`src/hdl/slink_ctrl_params.svh`:
```
`ifndef SLINK_CTRL_PARAMS_SVH
`define SLINK_CTRL_PARAMS_SVH

// Bus and field widths
`define SLINK_ADDR_W            9
`define SLINK_DATA_W            32
`define SLINK_REGION_BIT        8
`define SLINK_STATUS_W          6
`define SLINK_US_W              10

// Control region offsets
`define SLINK_REG_CTRL          8'h00
`define SLINK_REG_INT_EN        8'h04
`define SLINK_REG_STATUS        8'h08
`define SLINK_REG_PX_CTRL       8'h0C
`define SLINK_REG_TIMING        8'h10
`define SLINK_REG_LINK_STATE    8'h14

// CTRL, PX_CTRL and TIMING fields
`define SLINK_CTRL_ENABLE       0
`define SLINK_CTRL_CRC_RESET    1
`define SLINK_PX_CTRL_RESET     3
`define SLINK_PX_CTRL_WAKE      4
`define SLINK_TIMING_HR_LSB     16

// STATUS and INT_EN bits
`define SLINK_ST_ECC_CORRECTED  0
`define SLINK_ST_ECC_CORRUPTED  1
`define SLINK_ST_CRC_CORRUPTED  2
`define SLINK_ST_RESET_SEEN     3
`define SLINK_ST_WAKE_SEEN      4
`define SLINK_ST_IN_PSTATE      5

// Reset defaults and P-state timing
`define SLINK_PX_ENTER_CYCLES   8
`define SLINK_PX_EXIT_CYCLES    16
`define SLINK_COUNT_1US_RST     10'd10
`define SLINK_HARD_RESET_US_RST 10'd2

`endif

```
`src/hdl/slink_apb_pkg.sv`:
```
`include "slink_ctrl_params.svh"

package slink_apb_pkg;

  // Byte offset inside one 256-byte region
  typedef logic [7:0] reg_addr_t;

  typedef logic [`SLINK_DATA_W-1:0] reg_data_t;

  // One bit per link event, same layout in STATUS and INT_EN
  typedef logic [`SLINK_STATUS_W-1:0] status_t;

endpackage

```
`src/hdl/slink_link_pkg.sv`:
```
`include "slink_ctrl_params.svh"

package slink_link_pkg;

  // Encoding is visible in LINK_STATE bits 1:0
  typedef enum logic [1:0] {
    P0       = 2'd0,
    PX_ENTER = 2'd1,
    PX       = 2'd2,
    PX_WAKE  = 2'd3
  } px_state_e;

  // 0 means no request pending
  typedef logic [1:0] px_level_t;

  // Cycles per microsecond, or microseconds of hard reset
  typedef logic [`SLINK_US_W-1:0] us_count_t;

endpackage

```
`src/hdl/slink_sideband_sync.sv`:
```
`timescale 1ns/1ns

module slink_sideband_sync #(
  parameter int SYNC_STAGES = 2
) (
  input  logic apb_clk,
  input  logic arst_n,
  input  logic gpio_reset_n,
  input  logic gpio_wake_n,
  output logic reset_seen,
  output logic wake_seen
);

  // Bit 0 is the reset pin, bit 1 the wake pin
  logic [SYNC_STAGES-1:0][1:0] sync_q;
  logic [1:0]                  last_q;
  logic [1:0]                  fell;

  assign fell = last_q & ~sync_q[SYNC_STAGES-1];

  always_ff @(posedge apb_clk or negedge arst_n) begin
    if (!arst_n) begin
      sync_q     <= '1;
      last_q     <= 2'b11;
      reset_seen <= 1'b0;
      wake_seen  <= 1'b0;
    end else begin
      sync_q[0] <= {gpio_wake_n, gpio_reset_n};
      for (int i = 1; i < SYNC_STAGES; i++) begin
        sync_q[i] <= sync_q[i-1];
      end
      last_q     <= sync_q[SYNC_STAGES-1];
      reset_seen <= fell[0];
      wake_seen  <= fell[1];
    end
  end

endmodule

```
`src/hdl/slink_px_fsm.sv`:
```
`timescale 1ns/1ns
`include "slink_ctrl_params.svh"

module slink_px_fsm (
  input  logic                      apb_clk,
  input  logic                      arst_n,
  input  logic                      enable,
  input  logic                      p1_req,
  input  logic                      p2_req,
  input  logic                      p3_req,
  input  logic [2:0]                sw_px_enter,
  input  logic                      tx_sop,
  input  logic                      wake_seen,
  input  logic                      sw_link_wake,
  input  logic                      in_reset_state,
  output slink_link_pkg::px_state_e px_state,
  output slink_link_pkg::px_level_t px_level,
  output logic                      px_entered,
  output logic                      in_px_state,
  output logic                      gpio_wake_n_oen
);

  localparam int MAX_CYCLES = (`SLINK_PX_ENTER_CYCLES > `SLINK_PX_EXIT_CYCLES) ?
                              `SLINK_PX_ENTER_CYCLES : `SLINK_PX_EXIT_CYCLES;
  localparam int CNT_W      = $clog2(MAX_CYCLES);

  slink_link_pkg::px_level_t req_level;
  logic [CNT_W-1:0]          cnt;

  // Highest level wins
  always_comb begin
    if (p3_req || sw_px_enter[2]) begin
      req_level = 2'd3;
    end else if (p2_req || sw_px_enter[1]) begin
      req_level = 2'd2;
    end else if (p1_req || sw_px_enter[0]) begin
      req_level = 2'd1;
    end else begin
      req_level = 2'd0;
    end
  end

  always_ff @(posedge apb_clk or negedge arst_n) begin
    if (!arst_n) begin
      px_state   <= slink_link_pkg::P0;
      px_level   <= 2'd0;
      cnt        <= '0;
      px_entered <= 1'b0;
    end else if (in_reset_state) begin
      px_state   <= slink_link_pkg::P0;
      px_level   <= 2'd0;
      cnt        <= '0;
      px_entered <= 1'b0;
    end else begin
      px_entered <= 1'b0;
      case (px_state)
        slink_link_pkg::P0: begin
          if (enable && req_level != 2'd0) begin
            px_state <= slink_link_pkg::PX_ENTER;
            px_level <= req_level;
            cnt      <= CNT_W'(`SLINK_PX_ENTER_CYCLES - 1);
          end
        end
        slink_link_pkg::PX_ENTER: begin
          if (cnt == '0) begin
            px_state   <= slink_link_pkg::PX;
            px_entered <= 1'b1;
          end else begin
            cnt <= cnt - 1'b1;
          end
        end
        slink_link_pkg::PX: begin
          if (tx_sop || wake_seen || sw_link_wake) begin
            px_state <= slink_link_pkg::PX_WAKE;
            cnt      <= CNT_W'(`SLINK_PX_EXIT_CYCLES - 1);
          end
        end
        default: begin
          // Exit sequence, wake pin driven throughout
          if (cnt == '0) begin
            px_state <= slink_link_pkg::P0;
            px_level <= 2'd0;
          end else begin
            cnt <= cnt - 1'b1;
          end
        end
      endcase
    end
  end

  assign in_px_state     = (px_state == slink_link_pkg::PX);
  assign gpio_wake_n_oen = (px_state == slink_link_pkg::PX_WAKE);

endmodule

```
`src/hdl/slink_reset_timer.sv`:
```
`timescale 1ns/1ns

module slink_reset_timer (
  input  logic                      apb_clk,
  input  logic                      arst_n,
  input  logic                      sw_link_reset,
  input  logic                      reset_seen,
  input  logic                      crc_corrupted,
  input  logic                      crc_causes_reset,
  input  slink_link_pkg::us_count_t count_1us,
  input  slink_link_pkg::us_count_t hard_reset_us,
  output logic                      in_reset_state,
  output logic                      gpio_reset_n_oen
);

  slink_link_pkg::us_count_t pre_cnt;
  slink_link_pkg::us_count_t us_cnt;
  logic                      reset_req;
  logic                      us_tick;

  assign reset_req = sw_link_reset | reset_seen | (crc_corrupted & crc_causes_reset);
  assign us_tick   = (pre_cnt == count_1us - 1'b1);

  always_ff @(posedge apb_clk or negedge arst_n) begin
    if (!arst_n) begin
      in_reset_state <= 1'b0;
      pre_cnt        <= '0;
      us_cnt         <= '0;
    end else if (!in_reset_state) begin
      if (reset_req) begin
        in_reset_state <= 1'b1;
        pre_cnt        <= '0;
        us_cnt         <= '0;
      end
    end else if (us_tick) begin
      // One microsecond done
      pre_cnt <= '0;
      if (us_cnt == hard_reset_us - 1'b1) begin
        in_reset_state <= 1'b0;
      end else begin
        us_cnt <= us_cnt + 1'b1;
      end
    end else begin
      pre_cnt <= pre_cnt + 1'b1;
    end
  end

  // Pin is driven low for the whole hard reset
  assign gpio_reset_n_oen = in_reset_state;

endmodule

```
`src/hdl/slink_apb_regs.sv`:
```
`timescale 1ns/1ns
`include "slink_ctrl_params.svh"

module slink_apb_regs (
  input  logic                      apb_clk,
  input  logic                      arst_n,
  input  logic [`SLINK_ADDR_W-1:0]  paddr,
  input  logic                      pwrite,
  input  logic                      psel,
  input  logic                      penable,
  input  slink_apb_pkg::reg_data_t  pwdata,
  output slink_apb_pkg::reg_data_t  prdata,
  output logic                      pready,
  output logic                      pslverr,

  input  logic                      ecc_corrected,
  input  logic                      ecc_corrupted,
  input  logic                      crc_corrupted,
  input  logic                      reset_seen,
  input  logic                      wake_seen,
  input  logic                      px_entered,
  input  slink_link_pkg::px_state_e px_state,
  input  slink_link_pkg::px_level_t px_level,
  input  logic                      in_reset_state,

  output logic                      interrupt,
  output logic                      enable,
  output logic                      crc_causes_reset,
  output slink_link_pkg::us_count_t count_1us,
  output slink_link_pkg::us_count_t hard_reset_us,
  output logic [2:0]                sw_px_enter,
  output logic                      sw_link_reset,
  output logic                      sw_link_wake
);

  slink_apb_pkg::reg_addr_t offset;
  slink_apb_pkg::reg_data_t rd_data;
  slink_apb_pkg::status_t   int_en;
  slink_apb_pkg::status_t   status;
  slink_apb_pkg::status_t   events;
  slink_apb_pkg::status_t   clr_mask;
  logic                     access;
  logic                     bist_sel;
  logic                     mapped;
  logic                     wr_en;
  logic                     px_wr;

  //----------------------------------------------------------
  // Decode and read mux
  //----------------------------------------------------------
  assign access   = psel & penable;
  assign bist_sel = paddr[`SLINK_REGION_BIT];
  assign offset   = paddr[7:0];
  assign pready   = access;

  always_comb begin
    mapped  = 1'b1;
    rd_data = '0;
    case (offset)
      `SLINK_REG_CTRL: begin
        rd_data[`SLINK_CTRL_ENABLE]    = enable;
        rd_data[`SLINK_CTRL_CRC_RESET] = crc_causes_reset;
      end
      `SLINK_REG_INT_EN:  rd_data[`SLINK_STATUS_W-1:0] = int_en;
      `SLINK_REG_STATUS:  rd_data[`SLINK_STATUS_W-1:0] = status;
      // Write-only pulses
      `SLINK_REG_PX_CTRL: rd_data = '0;
      `SLINK_REG_TIMING: begin
        rd_data[`SLINK_US_W-1:0]                     = count_1us;
        rd_data[`SLINK_TIMING_HR_LSB +: `SLINK_US_W] = hard_reset_us;
      end
      `SLINK_REG_LINK_STATE: begin
        rd_data[1:0] = px_state;
        rd_data[3:2] = px_level;
        rd_data[4]   = in_reset_state;
      end
      default: mapped = 1'b0;
    endcase
  end

  // No BIST behind bit 8, so that whole region errors
  assign pslverr = access & (bist_sel | ~mapped);
  assign prdata  = (access & ~pslverr) ? rd_data : '0;
  assign wr_en   = access & pwrite & ~pslverr;
  assign px_wr   = wr_en & (offset == `SLINK_REG_PX_CTRL);

  //----------------------------------------------------------
  // Control registers
  //----------------------------------------------------------
  always_ff @(posedge apb_clk or negedge arst_n) begin
    if (!arst_n) begin
      enable           <= 1'b0;
      crc_causes_reset <= 1'b0;
      int_en           <= '0;
      count_1us        <= `SLINK_COUNT_1US_RST;
      hard_reset_us    <= `SLINK_HARD_RESET_US_RST;
    end else if (wr_en) begin
      case (offset)
        `SLINK_REG_CTRL: begin
          enable           <= pwdata[`SLINK_CTRL_ENABLE];
          crc_causes_reset <= pwdata[`SLINK_CTRL_CRC_RESET];
        end
        `SLINK_REG_INT_EN: int_en <= pwdata[`SLINK_STATUS_W-1:0];
        `SLINK_REG_TIMING: begin
          count_1us     <= pwdata[`SLINK_US_W-1:0];
          hard_reset_us <= pwdata[`SLINK_TIMING_HR_LSB +: `SLINK_US_W];
        end
        default: ;
      endcase
    end
  end

  //----------------------------------------------------------
  // W1C status and PX_CTRL pulses
  //----------------------------------------------------------
  always_comb begin
    events                          = '0;
    events[`SLINK_ST_ECC_CORRECTED] = ecc_corrected;
    events[`SLINK_ST_ECC_CORRUPTED] = ecc_corrupted;
    events[`SLINK_ST_CRC_CORRUPTED] = crc_corrupted;
    events[`SLINK_ST_RESET_SEEN]    = reset_seen;
    events[`SLINK_ST_WAKE_SEEN]     = wake_seen;
    events[`SLINK_ST_IN_PSTATE]     = px_entered;
  end

  assign clr_mask = (wr_en && offset == `SLINK_REG_STATUS) ?
                    pwdata[`SLINK_STATUS_W-1:0] : '0;

  always_ff @(posedge apb_clk or negedge arst_n) begin
    if (!arst_n) begin
      status        <= '0;
      sw_px_enter   <= 3'b000;
      sw_link_reset <= 1'b0;
      sw_link_wake  <= 1'b0;
    end else begin
      // New event beats a clear in the same cycle
      status        <= (status & ~clr_mask) | events;
      sw_px_enter   <= px_wr ? pwdata[2:0] : 3'b000;
      sw_link_reset <= px_wr & pwdata[`SLINK_PX_CTRL_RESET];
      sw_link_wake  <= px_wr & pwdata[`SLINK_PX_CTRL_WAKE];
    end
  end

  assign interrupt = |(status & int_en);

endmodule

```
`src/hdl/slink_ctrl_top.sv`:
```
`timescale 1ns/1ns
`include "slink_ctrl_params.svh"

module slink_ctrl_top (
  input  logic                     apb_clk,
  input  logic                     arst_n,
  input  logic [`SLINK_ADDR_W-1:0] apb_paddr,
  input  logic                     apb_pwrite,
  input  logic                     apb_psel,
  input  logic                     apb_penable,
  input  slink_apb_pkg::reg_data_t apb_pwdata,
  output slink_apb_pkg::reg_data_t apb_prdata,
  output logic                     apb_pready,
  output logic                     apb_pslverr,

  input  logic                     ecc_corrected,
  input  logic                     ecc_corrupted,
  input  logic                     crc_corrupted,
  input  logic                     tx_sop,
  input  logic                     p1_req,
  input  logic                     p2_req,
  input  logic                     p3_req,
  input  logic                     gpio_reset_n,
  input  logic                     gpio_wake_n,

  output logic                     interrupt,
  output logic                     in_px_state,
  output logic                     in_reset_state,
  output logic                     gpio_reset_n_oen,
  output logic                     gpio_wake_n_oen
);

  logic                      enable;
  logic                      crc_causes_reset;
  slink_link_pkg::us_count_t count_1us;
  slink_link_pkg::us_count_t hard_reset_us;
  logic [2:0]                sw_px_enter;
  logic                      sw_link_reset;
  logic                      sw_link_wake;
  logic                      reset_seen;
  logic                      wake_seen;
  slink_link_pkg::px_state_e px_state;
  slink_link_pkg::px_level_t px_level;
  logic                      px_entered;

  //----------------------------------------------------------
  // Register block
  //----------------------------------------------------------
  slink_apb_regs slink_apb_regs_inst (
    .apb_clk          ( apb_clk          ),
    .arst_n           ( arst_n           ),
    .paddr            ( apb_paddr        ),
    .pwrite           ( apb_pwrite       ),
    .psel             ( apb_psel         ),
    .penable          ( apb_penable      ),
    .pwdata           ( apb_pwdata       ),
    .prdata           ( apb_prdata       ),
    .pready           ( apb_pready       ),
    .pslverr          ( apb_pslverr      ),
    .ecc_corrected    ( ecc_corrected    ),
    .ecc_corrupted    ( ecc_corrupted    ),
    .crc_corrupted    ( crc_corrupted    ),
    .reset_seen       ( reset_seen       ),
    .wake_seen        ( wake_seen        ),
    .px_entered       ( px_entered       ),
    .px_state         ( px_state         ),
    .px_level         ( px_level         ),
    .in_reset_state   ( in_reset_state   ),
    .interrupt        ( interrupt        ),
    .enable           ( enable           ),
    .crc_causes_reset ( crc_causes_reset ),
    .count_1us        ( count_1us        ),
    .hard_reset_us    ( hard_reset_us    ),
    .sw_px_enter      ( sw_px_enter      ),
    .sw_link_reset    ( sw_link_reset    ),
    .sw_link_wake     ( sw_link_wake     )
  );

  //----------------------------------------------------------
  // Sideband pins, power states and hard reset
  //----------------------------------------------------------
  slink_sideband_sync #(
    .SYNC_STAGES ( 2 )
  ) slink_sideband_sync_inst (
    .apb_clk      ( apb_clk      ),
    .arst_n       ( arst_n       ),
    .gpio_reset_n ( gpio_reset_n ),
    .gpio_wake_n  ( gpio_wake_n  ),
    .reset_seen   ( reset_seen   ),
    .wake_seen    ( wake_seen    )
  );

  slink_px_fsm slink_px_fsm_inst (
    .apb_clk         ( apb_clk         ),
    .arst_n          ( arst_n          ),
    .enable          ( enable          ),
    .p1_req          ( p1_req          ),
    .p2_req          ( p2_req          ),
    .p3_req          ( p3_req          ),
    .sw_px_enter     ( sw_px_enter     ),
    .tx_sop          ( tx_sop          ),
    .wake_seen       ( wake_seen       ),
    .sw_link_wake    ( sw_link_wake    ),
    .in_reset_state  ( in_reset_state  ),
    .px_state        ( px_state        ),
    .px_level        ( px_level        ),
    .px_entered      ( px_entered      ),
    .in_px_state     ( in_px_state     ),
    .gpio_wake_n_oen ( gpio_wake_n_oen )
  );

  slink_reset_timer slink_reset_timer_inst (
    .apb_clk          ( apb_clk          ),
    .arst_n           ( arst_n           ),
    .sw_link_reset    ( sw_link_reset    ),
    .reset_seen       ( reset_seen       ),
    .crc_corrupted    ( crc_corrupted    ),
    .crc_causes_reset ( crc_causes_reset ),
    .count_1us        ( count_1us        ),
    .hard_reset_us    ( hard_reset_us    ),
    .in_reset_state   ( in_reset_state   ),
    .gpio_reset_n_oen ( gpio_reset_n_oen )
  );

endmodule

```
`config.mk`:
```
export PLATFORM = sky130hd
export DESIGN_NAME = slink_ctrl_top
export DESIGN_NICKNAME = d
export VERILOG_FILES = /design/src/hdl/slink_apb_pkg.sv /design/src/hdl/slink_link_pkg.sv /design/src/hdl/slink_sideband_sync.sv /design/src/hdl/slink_px_fsm.sv /design/src/hdl/slink_reset_timer.sv /design/src/hdl/slink_apb_regs.sv /design/src/hdl/slink_ctrl_top.sv
export VERILOG_INCLUDE_DIRS = /design/src /design/src/hdl
export SDC_FILE = /design/constraint.sdc
export NUM_CORES = 1
export LEC_CHECK = 0
export BUFFER_PORTS_ARGS = -buffer_cell sky130_fd_sc_hd__buf_4
export CAP_MARGIN = 20
export CORE_UTILIZATION = 35
export DETAILED_ROUTE_END_ITERATION = 8
export GPL_ROUTABILITY_DRIVEN = 0
export SETUP_SLACK_MARGIN = 0.15
export SYNTH_ARGS = -nofsm -noshare
export SYNTH_HDL_FRONTEND = slang
export SYNTH_HIERARCHICAL = 1
export SYNTH_SLANG_ARGS = --single-unit
```
`constraint.sdc`:
```
create_clock -name apb_clk -period 3.3 [get_ports apb_clk]
set_input_delay 0.33 -clock apb_clk [delete_from_list [all_inputs] [get_ports apb_clk]]
set_output_delay 0.33 -clock apb_clk [all_outputs]
set_load 0.02 [all_outputs]
```
==> flow_summary_export.csv <==
group,metric,value,unit
status,status,"complete, no violations",
critical_path,rr_startpoint,"slink_apb_regs_inst/count_1us[1]",
timing,layout_min_cycle_time,2.87,ns
critical_path,max_stage_delay,0.59,ns
timing,slew_headroom,51.5,%
logic_synthesis,seq_area_frac_synth,38.5,%
timing,setup_violations,0,
cells_and_area,diodes,0,
logic_synthesis,synth_top_area_share,33.8,%
logic_synthesis,ys_warn_count,6,
cells_and_area,n_fill_cell,1347,
cells_and_area,layout-drive-gt1-share,27.8,%
route,wl_per_cell,16.3,um
clock_network,numCtsBuffers,9,
grt,antenna_found_initial,0,
route,dr_total_vias,4005,
clock_network,clock_latency,0.34,ns
logic_synthesis,ys_ff_latch,77,
critical_path,critPathCaptureType,"flip-flop",
floorplanning,start_util,36.1,%
critical_path,path_common_cell,"a311oi_1",
route,drc,0,
critical_path,path_cells,"inv_1 -> ha_1 -> o21bai_1 -> a311oi_1 -> a311oi_1 -> o2bb2ai_1 -> a21boi_2 -> buf_4 -> or4_1 -> a21oi_1",
timing,setup-tns-final,0,ns
grt,grt_pass1_wl,19600,um
critical_path,r2r_cells,10,
cells_and_area,area_delta_synth_final,18.4,%
timing,tightest_slew,0.722,ns
critical_path,cp_slowest_cell,"dfstp_2",
place,dp_hpwl,8780,um
floorplanning,rows,43,
logic_synthesis,ys_types,82,
min_path,hp-class,"in2reg",
clock_network,cts-root-buf,"clkbuf_16",
clock_network,ctsHtreeMaxLevel,3,
cells_and_area,finish.utilization,42.7,%
logic_synthesis,syn-mean-instance-area,10.3,sq um
min_path,min_to,"slink_sideband_sync_inst/sync_q[1]",
logic_synthesis,synth_flop_cell,"dfrtp_1",
power,pwr_density_cell,402,nW/um^2
critical_path,criticalPathCategory,"reg2reg",
route,drt-pass1-iter-count,4,
timing,fmax,0.348,GHz
clock_network,cts_sinks,77,
timing,maxSlewViolCount,0,
floorplanning,die_h,122,um
floorplanning,die_x,122,um
critical_path,critPathLaunchType,"flip-flop",
min_path,hold_depth,1,
route,met1_length,5420,um
floorplanning,ios,94,
clock_network,tritoncts,"yes",
critical_path,rrSetupSlack,0.43,ns
route,wl_met2,5870,um
logic_synthesis,synthesis.area,5030,sq um
critical_path,cp_max_fo,34,
logic_synthesis,synth_area_leaders,"dfrtp_1 (34%), mux2_4 (6.0%), dfstp_2 (4.7%), buf_4 (2.2%), ha_1 (2.2%)",
clock_network,cts_setup_buffers,0,
floorplanning,core,13900,sq um
clock_network,clkTransAtPathRegs,0.06,ns
power,p_leak,2.72,nW
timing,rsz0062_at_grt,"no",
clock_network,ctsLongestPathBuffers,2,
route,ant_nets,0,
logic_synthesis,yosys.area.top_type,"dfrtp_1",
place,portBuffers,69,
timing,finalClockSkew,0.00511,ns
critical_path,required,3.56,ns
logic_synthesis,syn_inst,489,
grt,grt-ovfl-total,0,
grt,grtUsageTotal,17.1,%
floorplanning,die-area,14900,sq um
timing,hold_viol_final,0,
route,drt_iter0_markers,235,
cells_and_area,fin_nets,617,
route,route.met3.wl,461,um
grt,grt_pass1_vias,3847,
grt,grt_max_degree,78,
route,drt-total-wl,12000,um
critical_path,r2r_end,"slink_reset_timer_inst/us_cnt[3]",
route,post_drt_via_cell_ratio,5.43,
logic_synthesis,synth_edf_count,0,
route,routed.top_layer,"met4",
power,ir_drop,0.349,mV
logic_synthesis,synthArstFlopShare,100,%
timing,fin_crit_sh,87.0,%
critical_path,worstPathArrival,3.13,ns
min_path,hp-start,"gpio_wake_n",
job,maxCapViolCount,0,
==> per-stage QoR <==
| step | hold slack [ns] | power (W) | cell area (sq um) | worst slack [ns] | std cells |
|---|---|---|---|---|---|
| 2_1_floorplan | 0.0344 | 0.00136 | 5070 | 0.719 | 500 |
| 3_3_place_gp | 0.348 | 0.00146 | 5630 | 0.449 | 720 |
| 3_5_place_dp | 0.348 | 0.00148 | 5630 | 0.416 | 720 |
| 4_1_cts | 0.0796 | 0.00243 | 5910 | 0.369 | 736 |
| 5_1_grt | 0.0747 | 0.00253 | 5960 | 0.258 | 738 |
| 6_report | 0.0937 | 0.00240 | 5960 | 0.430 | 738 |
==> timing repair <==
| action | CTS | global route |
|---|---|---|
| resized for setup | 0 | 1 |
| setup endpoints to repair | 0 | 2 |
| hold buffers | 0 | 1 |
| hold endpoints to repair | 0 | 5 |
==> sequential cells by signal, summed over array words and instances, names as in the netlist <==
signal	flops
slink_px_fsm_inst/px_state	2
slink_sideband_sync_inst/reset_seen	1
slink_px_fsm_inst/px_level	2
slink_reset_timer_inst/us_cnt	10
slink_sideband_sync_inst/sync_q	4
slink_apb_regs_inst/hard_reset_us	10
slink_px_fsm_inst/cnt	4
slink_apb_regs_inst/crc_causes_reset	1
slink_apb_regs_inst/sw_link_wake	1
slink_reset_timer_inst/pre_cnt	10
slink_apb_regs_inst/enable	1
slink_sideband_sync_inst/wake_seen	1
slink_apb_regs_inst/sw_px_enter	3
slink_apb_regs_inst/status	6
slink_sideband_sync_inst/last_q	2
slink_px_fsm_inst/px_entered	1
slink_apb_regs_inst/int_en	6
slink_apb_regs_inst/sw_link_reset	1
slink_apb_regs_inst/count_1us	10
slink_reset_timer_inst/gpio_reset_n_oen	1
==> cells in the mapped netlist, types with 3 or more instances <==
| cell | instances |
|---|---|
| buf_2 | 7 |
| nand4_1 | 13 |
| a31oi_1 | 3 |
| a21oi_1 | 22 |
| mux2_4 | 20 |
| and2_1 | 11 |
| and3_1 | 5 |
| a22o_1 | 10 |
| inv_1 | 17 |
| mux2i_1 | 4 |
| nand2_1 | 28 |
| nor4_1 | 6 |
| ha_1 | 9 |
| a32o_1 | 4 |
| a22oi_1 | 3 |
| nor4_4 | 3 |
| mux2_1 | 8 |
| xnor2_1 | 7 |
| or2_2 | 3 |
| a21o_1 | 11 |
| nand3_1 | 14 |
| nand2b_1 | 7 |
| nand3b_1 | 5 |
| buf_6 | 5 |
| or3_1 | 9 |
| nor3b_1 | 3 |
| o21ai_1 | 4 |
| dfstp_2 | 9 |
| mux2_2 | 4 |
| nor2b_1 | 6 |
| nor3_1 | 17 |
| and2_2 | 4 |
| xor2_1 | 12 |
| clkbuf_1 | 7 |
| o21ai_0 | 9 |
| or4_1 | 3 |
| a311oi_1 | 4 |
| o31ai_1 | 9 |
| buf_4 | 15 |
| o21a_1 | 3 |
| dfrtp_1 | 68 |
| nor2_1 | 23 |
==> routing by layer <==
layer / GRT usage [%] / vias to the layer above
li1: - / 1923
met1: 22.0 / 1961
met2: 27.6 / 99
met3: 3.65 / 22
met4: 7.25 / 0
met5: 0 / -
==> where the power goes <==
part	leakage [nW]	switching (W)	internal, W	total (W)
Clock	0.138	0.000380	0.000546	0.000926
Combinational	1.59	0.000176	0.000181	0.000357
Sequential	0.995	0.000101	0.00101	0.00111
==> final cells by class <==
type	instances	area, sq um	area share, %
Clock buffer	12	256	4.31
Clock inverter	4	22.5	0.378
Inverter	17	63.8	1.07
Multi-Input combinational cell	371	2850	47.8
Sequential cell	77	1940	32.5
Tap cell	180	225	3.78
Timing Repair Buffer	77	601	10.1
==> critical path: cells and delay by family (launching register included) <==
kind / cells / cell delay, ns
flops: 1 / 0.59
compound gates: 6 / 1.11
simple gates: 1 / 0.49
buf+inv: 2 / 0.30
fa+ha+maj: 1 / 0.28
==> cells by family after synthesis <==
| logic type | after synthesis | share of synthesized area [%] |
|---|---|---|
| XOR/XNOR | 20 | 3.76 |
| other | 1 | 0.0745 |
| adder cells (fa/ha/maj) | 9 | 2.24 |
| buffers and inverters | 52 | 5.92 |
| flip-flops | 77 | 38.5 |
| AO/OA/AOI/OAI | 106 | 15.5 |
| multiplexers | 38 | 10.3 |
| AND/OR/NAND/NOR | 186 | 23.7 |
==> cell usage in the layout, fill, tap and decap left out, drive strengths merged, types with 8 or more instances in the layout <==
master,n
xor2,12
nand4,14
dfstp,9
and2,15
nor3,20
conb,12
mux2,32
ha,9
a21oi,22
o31ai,9
nand2,28
or3,10
nor2b,8
o21ai,13
clkbuf,12
nor2,23
a22o,10
nand3,14
buf,76
a21o,11
nor4,9
dfrtp,68
inv,17
==> how the worst max path moves through the flow <==
stage / from / endpoint / slack, ns / cells past startpoint
after floorplan: slink_apb_regs_inst/hard_reset_us[1] / slink_reset_timer_inst/us_cnt[4] / 0.72 / 11
after global placement: slink_apb_regs_inst/count_1us[0] / slink_reset_timer_inst/us_cnt[7] / 0.45 / 10
after detailed placement: slink_apb_regs_inst/count_1us[0] / slink_reset_timer_inst/us_cnt[7] / 0.42 / 10
after CTS: slink_apb_regs_inst/count_1us[0] / slink_reset_timer_inst/us_cnt[3] / 0.37 / 10
after global routing: slink_apb_regs_inst/count_1us[0] / slink_reset_timer_inst/us_cnt[3] / 0.26 / 10
final: slink_apb_regs_inst/count_1us[1] / slink_reset_timer_inst/us_cnt[3] / 0.43 / 10
Power figures use the tool's default switching activity.
